===== src/source/periph_pkg.sv =====
// Package for the peripheral subsystem with bus widths and the address map
// Also holds register offsets and the APB request and response structs
package periph_pkg;

	// ==============================
	// Widths
	// ==============================

	localparam int W_PADDR = 16;
	localparam int W_DATA = 32;
	localparam int N_PADS = 11;
	localparam int W_PWM = 8;

	typedef logic [W_PADDR-1:0] addr_t;
	typedef logic [W_DATA-1:0] data_t;
	typedef logic [N_PADS-1:0] pads_t;
	typedef logic [W_PWM-1:0] pwm_val_t;

	// ==============================
	// Address map
	// ==============================

	// Each slave owns a 4 KiB window selected by the top address nibble
	localparam addr_t GPIO_BASE = 16'h0000;
	localparam addr_t PWM_BASE = 16'h1000;
	localparam addr_t SLAVE_MASK = 16'hf000;

	// GPIO register offsets within its window
	localparam addr_t GPIO_OUT = 16'h0000;
	localparam addr_t GPIO_OE = 16'h0004;
	localparam addr_t GPIO_IN = 16'h0008;

	// PWM register offsets, CTRL bit 0 is the enable
	localparam addr_t PWM_CTRL = 16'h0000;
	localparam addr_t PWM_DIV = 16'h0004;
	localparam addr_t PWM_LEVEL = 16'h0008;

	// ==============================
	// APB structs
	// ==============================

	typedef struct packed {
		logic psel;
		logic penable;
		logic pwrite;
		addr_t paddr;
		data_t pwdata;
	} apb_req_t;

	typedef struct packed {
		data_t prdata;
		logic pready;
		logic pslverr;
	} apb_rsp_t;

	// Slaves never stall, so they return no pready
	typedef struct packed {
		data_t prdata;
		logic pslverr;
	} slv_rsp_t;

endpackage


===== src/source/apb_splitter.sv =====
// APB splitter for the GPIO and PWM windows
// Routes psel by address and merges the slave responses into one read path
module apb_splitter (
	input  periph_pkg::apb_req_t req,
	output periph_pkg::apb_rsp_t rsp,

	output periph_pkg::apb_req_t gpio_req,
	input  periph_pkg::slv_rsp_t gpio_rsp,

	output periph_pkg::apb_req_t pwm_req,
	input  periph_pkg::slv_rsp_t pwm_rsp
);

	periph_pkg::addr_t window;
	logic gpio_hit;
	logic pwm_hit;
	logic access;

	// ==============================
	// Address decode
	// ==============================

	assign window = req.paddr & periph_pkg::SLAVE_MASK;
	assign gpio_hit = window == periph_pkg::GPIO_BASE;
	assign pwm_hit = window == periph_pkg::PWM_BASE;

	// Second cycle of a transfer, where responses are sampled
	assign access = req.psel && req.penable;

	// Only psel is qualified per slave, the rest of the request fans out as is
	always_comb begin
		gpio_req = req;
		gpio_req.psel = req.psel && gpio_hit;

		pwm_req = req;
		pwm_req.psel = req.psel && pwm_hit;
	end

	// ==============================
	// Response merge
	// ==============================

	always_comb begin
		rsp.pready = 1'b1;
		if (gpio_hit) begin
			rsp.prdata = gpio_rsp.prdata;
			rsp.pslverr = gpio_rsp.pslverr;
		end else if (pwm_hit) begin
			rsp.prdata = pwm_rsp.prdata;
			rsp.pslverr = pwm_rsp.pslverr;
		end else begin
			// Nothing lives here, so flag a decode error during the access phase
			rsp.prdata = '0;
			rsp.pslverr = access;
		end
	end

endmodule


===== src/source/gpio_regs.sv =====
// GPIO register block with output and output-enable registers
// Pad inputs pass through a two-flop synchronizer before they can be read
module gpio_regs (
	input  logic                 clk_sys,
	input  logic                 rst,

	input  periph_pkg::apb_req_t req,
	output periph_pkg::slv_rsp_t rsp,

	output periph_pkg::pads_t    padout,
	output periph_pkg::pads_t    padoe,
	input  periph_pkg::pads_t    padin
);

	periph_pkg::addr_t offs;
	periph_pkg::pads_t padin_meta;
	periph_pkg::pads_t padin_sync;
	logic wr_en;

	// Offset within the 4 KiB window
	assign offs = req.paddr & ~periph_pkg::SLAVE_MASK;

	assign wr_en = req.psel && req.penable && req.pwrite;

	// ==============================
	// Registers
	// ==============================

	always_ff @(posedge clk_sys) begin
		if (rst) begin
			padout <= '0;
			padoe <= '0;
		end else if (wr_en) begin
			case (offs)
			periph_pkg::GPIO_OUT: padout <= req.pwdata[periph_pkg::N_PADS-1:0];
			periph_pkg::GPIO_OE: padoe <= req.pwdata[periph_pkg::N_PADS-1:0];
			default: ;
			endcase
		end
	end

	// Pads are asynchronous to clk_sys
	always_ff @(posedge clk_sys) begin
		if (rst) begin
			padin_meta <= '0;
			padin_sync <= '0;
		end else begin
			padin_meta <= padin;
			padin_sync <= padin_meta;
		end
	end

	// ==============================
	// Read path
	// ==============================

	always_comb begin
		case (offs)
		periph_pkg::GPIO_OUT: rsp.prdata = periph_pkg::data_t'(padout);
		periph_pkg::GPIO_OE: rsp.prdata = periph_pkg::data_t'(padoe);
		periph_pkg::GPIO_IN: rsp.prdata = periph_pkg::data_t'(padin_sync);
		default: rsp.prdata = '0;
		endcase
	end

	// GPIO_IN is read-only, a write there is refused and leaves everything as is
	assign rsp.pslverr = wr_en && (offs == periph_pkg::GPIO_IN);

endmodule


===== src/source/pwm_tiny.sv =====
// Small PWM generator for an LCD backlight
// Prescaled 8-bit wrapping counter compared against a level register
module pwm_tiny (
	input  logic                 clk_sys,
	input  logic                 rst,

	input  periph_pkg::apb_req_t req,
	output periph_pkg::slv_rsp_t rsp,

	output logic                 pwm_out
);

	periph_pkg::addr_t offs;
	periph_pkg::pwm_val_t div_val;
	periph_pkg::pwm_val_t level_val;
	periph_pkg::pwm_val_t presc;
	periph_pkg::pwm_val_t ctr;
	logic en;
	logic en_next;
	logic wr_en;

	assign offs = req.paddr & ~periph_pkg::SLAVE_MASK;
	assign wr_en = req.psel && req.penable && req.pwrite;

	// Enable as it will be after this edge, so that a disabling write
	// silences the output straight away
	always_comb begin
		en_next = en;
		if (wr_en && offs == periph_pkg::PWM_CTRL)
			en_next = req.pwdata[0];
	end

	// ==============================
	// Registers
	// ==============================

	always_ff @(posedge clk_sys) begin
		if (rst) begin
			en <= 1'b0;
			div_val <= '0;
			level_val <= '0;
		end else begin
			en <= en_next;
			if (wr_en) begin
				case (offs)
				periph_pkg::PWM_DIV: div_val <= req.pwdata[periph_pkg::W_PWM-1:0];
				periph_pkg::PWM_LEVEL: level_val <= req.pwdata[periph_pkg::W_PWM-1:0];
				default: ;
				endcase
			end
		end
	end

	// ==============================
	// Counter and output
	// ==============================

	// Counter steps once every DIV+1 cycles, so each value lasts DIV+1 cycles
	always_ff @(posedge clk_sys) begin
		if (rst || !en_next) begin
			presc <= '0;
			ctr <= '0;
			pwm_out <= 1'b0;
		end else begin
			// >= copes with DIV being lowered below the running prescaler
			if (presc >= div_val) begin
				presc <= '0;
				ctr <= ctr + 1'b1;
			end else begin
				presc <= presc + 1'b1;
			end
			pwm_out <= ctr < level_val;
		end
	end

	always_comb begin
		case (offs)
		periph_pkg::PWM_CTRL: rsp.prdata = periph_pkg::data_t'(en);
		periph_pkg::PWM_DIV: rsp.prdata = periph_pkg::data_t'(div_val);
		periph_pkg::PWM_LEVEL: rsp.prdata = periph_pkg::data_t'(level_val);
		default: rsp.prdata = '0;
		endcase
	end

	// Every offset in the window is accepted
	assign rsp.pslverr = 1'b0;

endmodule


===== src/source/periph_subsys.sv =====
// Peripheral subsystem top level
// APB splitter feeding the GPIO block and the PWM generator
module periph_subsys (
	input  logic                 clk_sys,
	input  logic                 rst,

	input  periph_pkg::apb_req_t apb_req,
	output periph_pkg::apb_rsp_t apb_rsp,

	output periph_pkg::pads_t    padout,
	output periph_pkg::pads_t    padoe,
	input  periph_pkg::pads_t    padin,

	output logic                 pwm_out
);

	// ==============================
	// Interconnect
	// ==============================

	periph_pkg::apb_req_t gpio_req;
	periph_pkg::slv_rsp_t gpio_rsp;
	periph_pkg::apb_req_t pwm_req;
	periph_pkg::slv_rsp_t pwm_rsp;

	apb_splitter apb_splitter_inst (
		.req      (apb_req),
		.rsp      (apb_rsp),
		.gpio_req (gpio_req),
		.gpio_rsp (gpio_rsp),
		.pwm_req  (pwm_req),
		.pwm_rsp  (pwm_rsp)
	);

	// ==============================
	// Slaves
	// ==============================

	gpio_regs gpio_regs_inst (
		.clk_sys (clk_sys),
		.rst     (rst),
		.req     (gpio_req),
		.rsp     (gpio_rsp),
		.padout  (padout),
		.padoe   (padoe),
		.padin   (padin)
	);

	// Backlight PWM
	pwm_tiny pwm_tiny_inst (
		.clk_sys (clk_sys),
		.rst     (rst),
		.req     (pwm_req),
		.rsp     (pwm_rsp),
		.pwm_out (pwm_out)
	);

endmodule


===== config.mk =====
export PLATFORM = sky130hd
export DESIGN_NAME = periph_subsys
export DESIGN_NICKNAME = d
export VERILOG_FILES = /design/src/source/periph_pkg.sv /design/src/source/apb_splitter.sv /design/src/source/gpio_regs.sv /design/src/source/pwm_tiny.sv /design/src/source/periph_subsys.sv
export SDC_FILE = /design/constraint.sdc
export NUM_CORES = 1
export LEC_CHECK = 0
export BUFFER_PORTS_ARGS = -buffer_cell sky130_fd_sc_hd__buf_4
export CAP_MARGIN = 20
export CORE_MARGIN = 2
export CORE_UTILIZATION = 52
export DETAILED_ROUTE_END_ITERATION = 12
export PLACE_DENSITY = 0.86
export SLEW_MARGIN = 30
export SYNTH_ARGS = -nofsm -noshare
export SYNTH_HDL_FRONTEND = slang
export SYNTH_SLANG_ARGS = --single-unit

===== constraint.sdc =====
create_clock -name clk_sys -period 2.2 [get_ports clk_sys]
set_input_delay 0.33 -clock clk_sys [delete_from_list [all_inputs] [get_ports clk_sys]]
set_output_delay 0.33 -clock clk_sys [all_outputs]
set_load 0.01 [all_outputs]

# Word-level counts from Yosys, hierarchy flattened
# Cells that the tools add are included.
# Widths: inputs -> output; s select.
[classes]
n_addsub = 2
magnitude_cmp = 2
n_eq_ne = 3
muxes = 7
n_reduce_logical = 18
[ops]
columns = ["op", "count"]
rows = [
  ["$mux 32", 2],
  ["$pmux 11 s3", 1],
  ["$logic_not 16->1", 2],
  ["$pmux 8 s3", 1],
  ["$add 8x1->8 const B", 2],
  ["$eq 12x3->1 const B", 1],
  ["$eq 12x4->1 const B", 1],
  ["$logic_and 1x1->1", 9],
  ["$ge 8x8->1", 1],
  ["$lt 8x8->1", 1],
  ["$reduce_and 2->1", 4],
  ["$eq 4x1->1 const B", 1],
  ["$mux 1", 3],
  ["$reduce_or 2->1", 1],
  ["$logic_not 1->1", 1],
  ["$logic_or 1x1->1", 1],
]
[word_totals]
regBits = 78
inputBits = 64
out_inout_bits = 57
wordCells = 42

# Longest topological paths before layout
[logic_depth]
ltp_word = 9
ltp_mapped = 8
mapped_depth_nobuf = 7

# Modules after synthesis
# Synthesis repeated with hierarchy kept, for this count alone.
[hier_totals]
hier_cells = 625
hier_area_um2 = 5435.2
[by_module_without_submodules]
columns = ["module", "instances", "cells_each", "area_per_inst_um2"]
rows = [
  ["gpio_regs", 1, 210, 2070.7],
  ["pwm_tiny", 1, 234, 2038.2],
  ["apb_splitter", 1, 181, 1326.3],
]

# Worst setup path before layout
# OpenSTA, ideal clock, no wires.
[synth_timing]
path_kind = "input to output"
start = "input port apb_req[45] (netlist bit)"
end = "output port apb_rsp[10] (netlist bit)"
arrival_time_ns = 1.585
t_required_ns = 1.870
slack_ns = 0.285
cell_stages = 5
n_path_buf = 0
path_cell_list = "nor3_1 > a21boi_2 > nand4_2 > or2_1 > nor2_1"
[synth_rtl]
columns = ["item", "line_no", "rtl"]
rows = [
  ["start: declaration", "periph_subsys.sv:7", "input periph_pkg::apb_req_t apb_req,"],
  ["end: declaration", "periph_subsys.sv:8", "output periph_pkg::apb_rsp_t apb_rsp,"],
]

==> results.yml <==
run_status:
  run_status: "complete, no violations"
clock_network:
  clk_latency_ns: 0.36
  htree_levels: 3
  cts_tree: "built"
  ctsLongestPathBuffers: 2
  postCtsSetupBuffers: 0
  cts_resized: 0
  cts.sinks: 78
  ctsHoldBuffers: 0
  clkTransAtPathRegs_ns: 0.08
  numCtsBuffers: 9
  cts-root-buf: "clkbuf_8"
timing:
  setup_tns_ns: 0
  grt_setup_unrepaired: "no"
  finalCritPeriodShare_pct: 93.5
  drv_slew: 0
  finalHoldViolations: 0
  fmaxAchievable_ghz: 0.486
  period_minus_slack_ns: 2.06
  finalSetupViolations: 0
  worst_slew_pin_slew_ns: 0.651
  slew_headroom_pct: 56.6
  skew_ns: 0.00772
placed_design:
  dp_hpwl_microns: 7150
  port_buffers: 77
  dp.cells: 618
  gp_congestion: 0.828
die:
  rows: 31
  die_x_microns: 91.6
  num_io_pins: 121
  core_sq_um: 7330
  die_h_microns: 91.6
  initial_core_util_pct: 54.4
  fp.dieArea_sq_um: 8380
final_layout:
  area_growth_pct: 20.9
  final_cells: 634
  fillers: 606
  antennaDiodeCount: 0
  layout-drive-gt1-share_pct: 22.8
  nNetsFinal: 611
setup_path:
  critPathMaxStageDelay_ns: 0.44
  critPathLaunchType: "primary input"
  critical_path.cell_chain: "buf_4 -> nor4_4 -> nand4_4 -> or2_1 -> nor2_1 -> buf_4"
  cp-end-kind: "output port"
  crit_path_top_delay_cell: "nor4_4"
  crit_top_cell: "buf_4"
  crit_buf_inv: 2
  cpLargestDelayFamily: "simple AND/OR/NAND/NOR gates"
  cp.required_ns: 1.87
  crit_arrival_ns: 1.73
  critPathKind: "primary input to output port"
  critPathMaxFanout: 9
logic_synthesis:
  ys_ff_latch: 78
  yosysMostFrequentCell: "dfxtp_1"
  synth_edf_count: 0
  syn_avg_cell_area_sq_um: 8.86
  yosysSeqAreaShare_pct: 39.2
  yosysWarningCount: 0
  yosysTopAreaCell: "dfxtp_1"
  synthArstFlopShare_pct: 0
  synth_cell_type_count: 42
  netlist_area_sq_um: 3990
  ys_top_cells_by_count: "dfxtp_1 (78), nor2_1 (55), mux2i_1 (38), a21oi_1 (27), nor2b_1 (26)"
  synthCells: 450
  synthTopCellsByArea: "dfxtp_1 (39%), mux2i_1 (9.5%), ha_1 (5.3%), nor2_1 (5.2%), buf_4 (4.1%)"
  synth_top_area_share_pct: 39.2
  synth_flop_cell: "dfxtp_1"
power_and_ir_drop:
  leakage_nw: 1.94
  ir_drop_mv: 0.604
  p_per_area_nw_per_um2: 561
routing:
  dr.pass1.iters: 5
  drtAntennaViolNets: 0
  drc: 0
  postRouteWirelength_microns: 9870
  wire_per_inst_microns: 15.6
  vias: 3549
  drt_iter0_drc: 220
  vias_per_cell: 5.60
global_routing:
  grt_pass1_wl_microns: 16100
  grt_pass1_vias: 3454
  antenna_found_initial: 0
  overflow: 0
  grt_usage_pct: 23.8
  grt_max_degree: 64
hold_path:
  hp-class: "primary input to flop"
flow_run:
  maxCapViolCount: 0
[final timing paths]
| check | startpoint | slack [ns] | to | depth (start not counted) |
|---|---|---|---|---|
| max | apb_req[33] | 0.14 | apb_rsp[11] | 6 |
| min | padin[7] | 0.18 | gpio_regs_inst.padin_meta[7] | 2 |
| max reg2reg | pwm_tiny_inst.presc[0] | 0.31 | pwm_tiny_inst.ctr[7] | 8 |
| min reg2reg | gpio_regs_inst.padin_meta[10] | 0.44 | gpio_regs_inst.padin_sync[10] | 1 |
[cell usage in the layout, fill, tap and decap left out, drive strengths merged, types with 3 or more instances in the layout]
cell and n:
dfxtp 78, nand3 14, nand4 9, a211oi 17, buf 93, nor3 18, ha 17, nor2b 26
nor2 56, xor2 5, inv 21, conb 22, and3 3, mux2i 38, nand2b 5, a22oi 7
o21ai 21, clkbuf 10, a21oi 27, o211ai 3, a21o 6, nand2 19
[layout make-up]
type,instances,area (sq um),area share [%]
Multi-Input combinational cell,329,2170,45.0
Sequential cell,78,1560,32.4
Timing Repair Buffer,93,698,14.5
Clock buffer,10,128,2.65
Tap cell,99,124,2.57
Inverter,19,71.3,1.48
Clock inverter,6,68.8,1.43
[sequential cells by signal, summed over array words and instances, names as in the netlist, 8 cells and up]
register	cells
gpio_regs_inst.padin_meta	11
gpio_regs_inst.padin_sync	11
gpio_regs_inst.padoe	11
gpio_regs_inst.padout	11
pwm_tiny_inst.ctr	8
pwm_tiny_inst.div_val	8
pwm_tiny_inst.level_val	8
pwm_tiny_inst.presc	8
[metrics by stage]
stage / hold WS [ns] / total power, mW / util, % / worst slack, ns / instance area, sq um
final: 0.179 / 2.70 / 65.7 / 0.143 / 4820
after global routing: 0.174 / 2.79 / 65.7 / 0.0335 / 4820
after CTS: 0.177 / 2.71 / 65.6 / 0.0586 / 4810
after detailed placement: 0.425 / 1.65 / 62.9 / 0.0722 / 4610
after global placement: 0.418 / 1.65 / 62.9 / 0.133 / 4610
after floorplan: 0.414 / 1.59 / - / 0.285 / 4060
[routing by layer]
layer,global-route usage [%],vias to the layer above,share of wire (%)
li1,-,1678,-
met1,29.3,1675,41
met5,0,-,0
met3,4.40,31,7.2
met2,40.0,165,49
met4,11.0,0,3.2
[cell families after synthesis]
family	Yosys count	share of synthesized area, %
flops	78	39.2
fa+ha+maj	17	5.34
mux	38	9.54
xor+xnor	6	1.32
compound gates	90	14.5
other cells	2	0.188
simple gates	156	21.4
buf+inv	63	8.54
[power breakdown]
group          total, mW  switching [mW]  internal (mW)
Sequential          1.43         0.00448           1.43
Combinational      0.193           0.109         0.0839
Clock               1.08           0.546          0.532
Note: power is estimated with default switching activity, not from simulation.
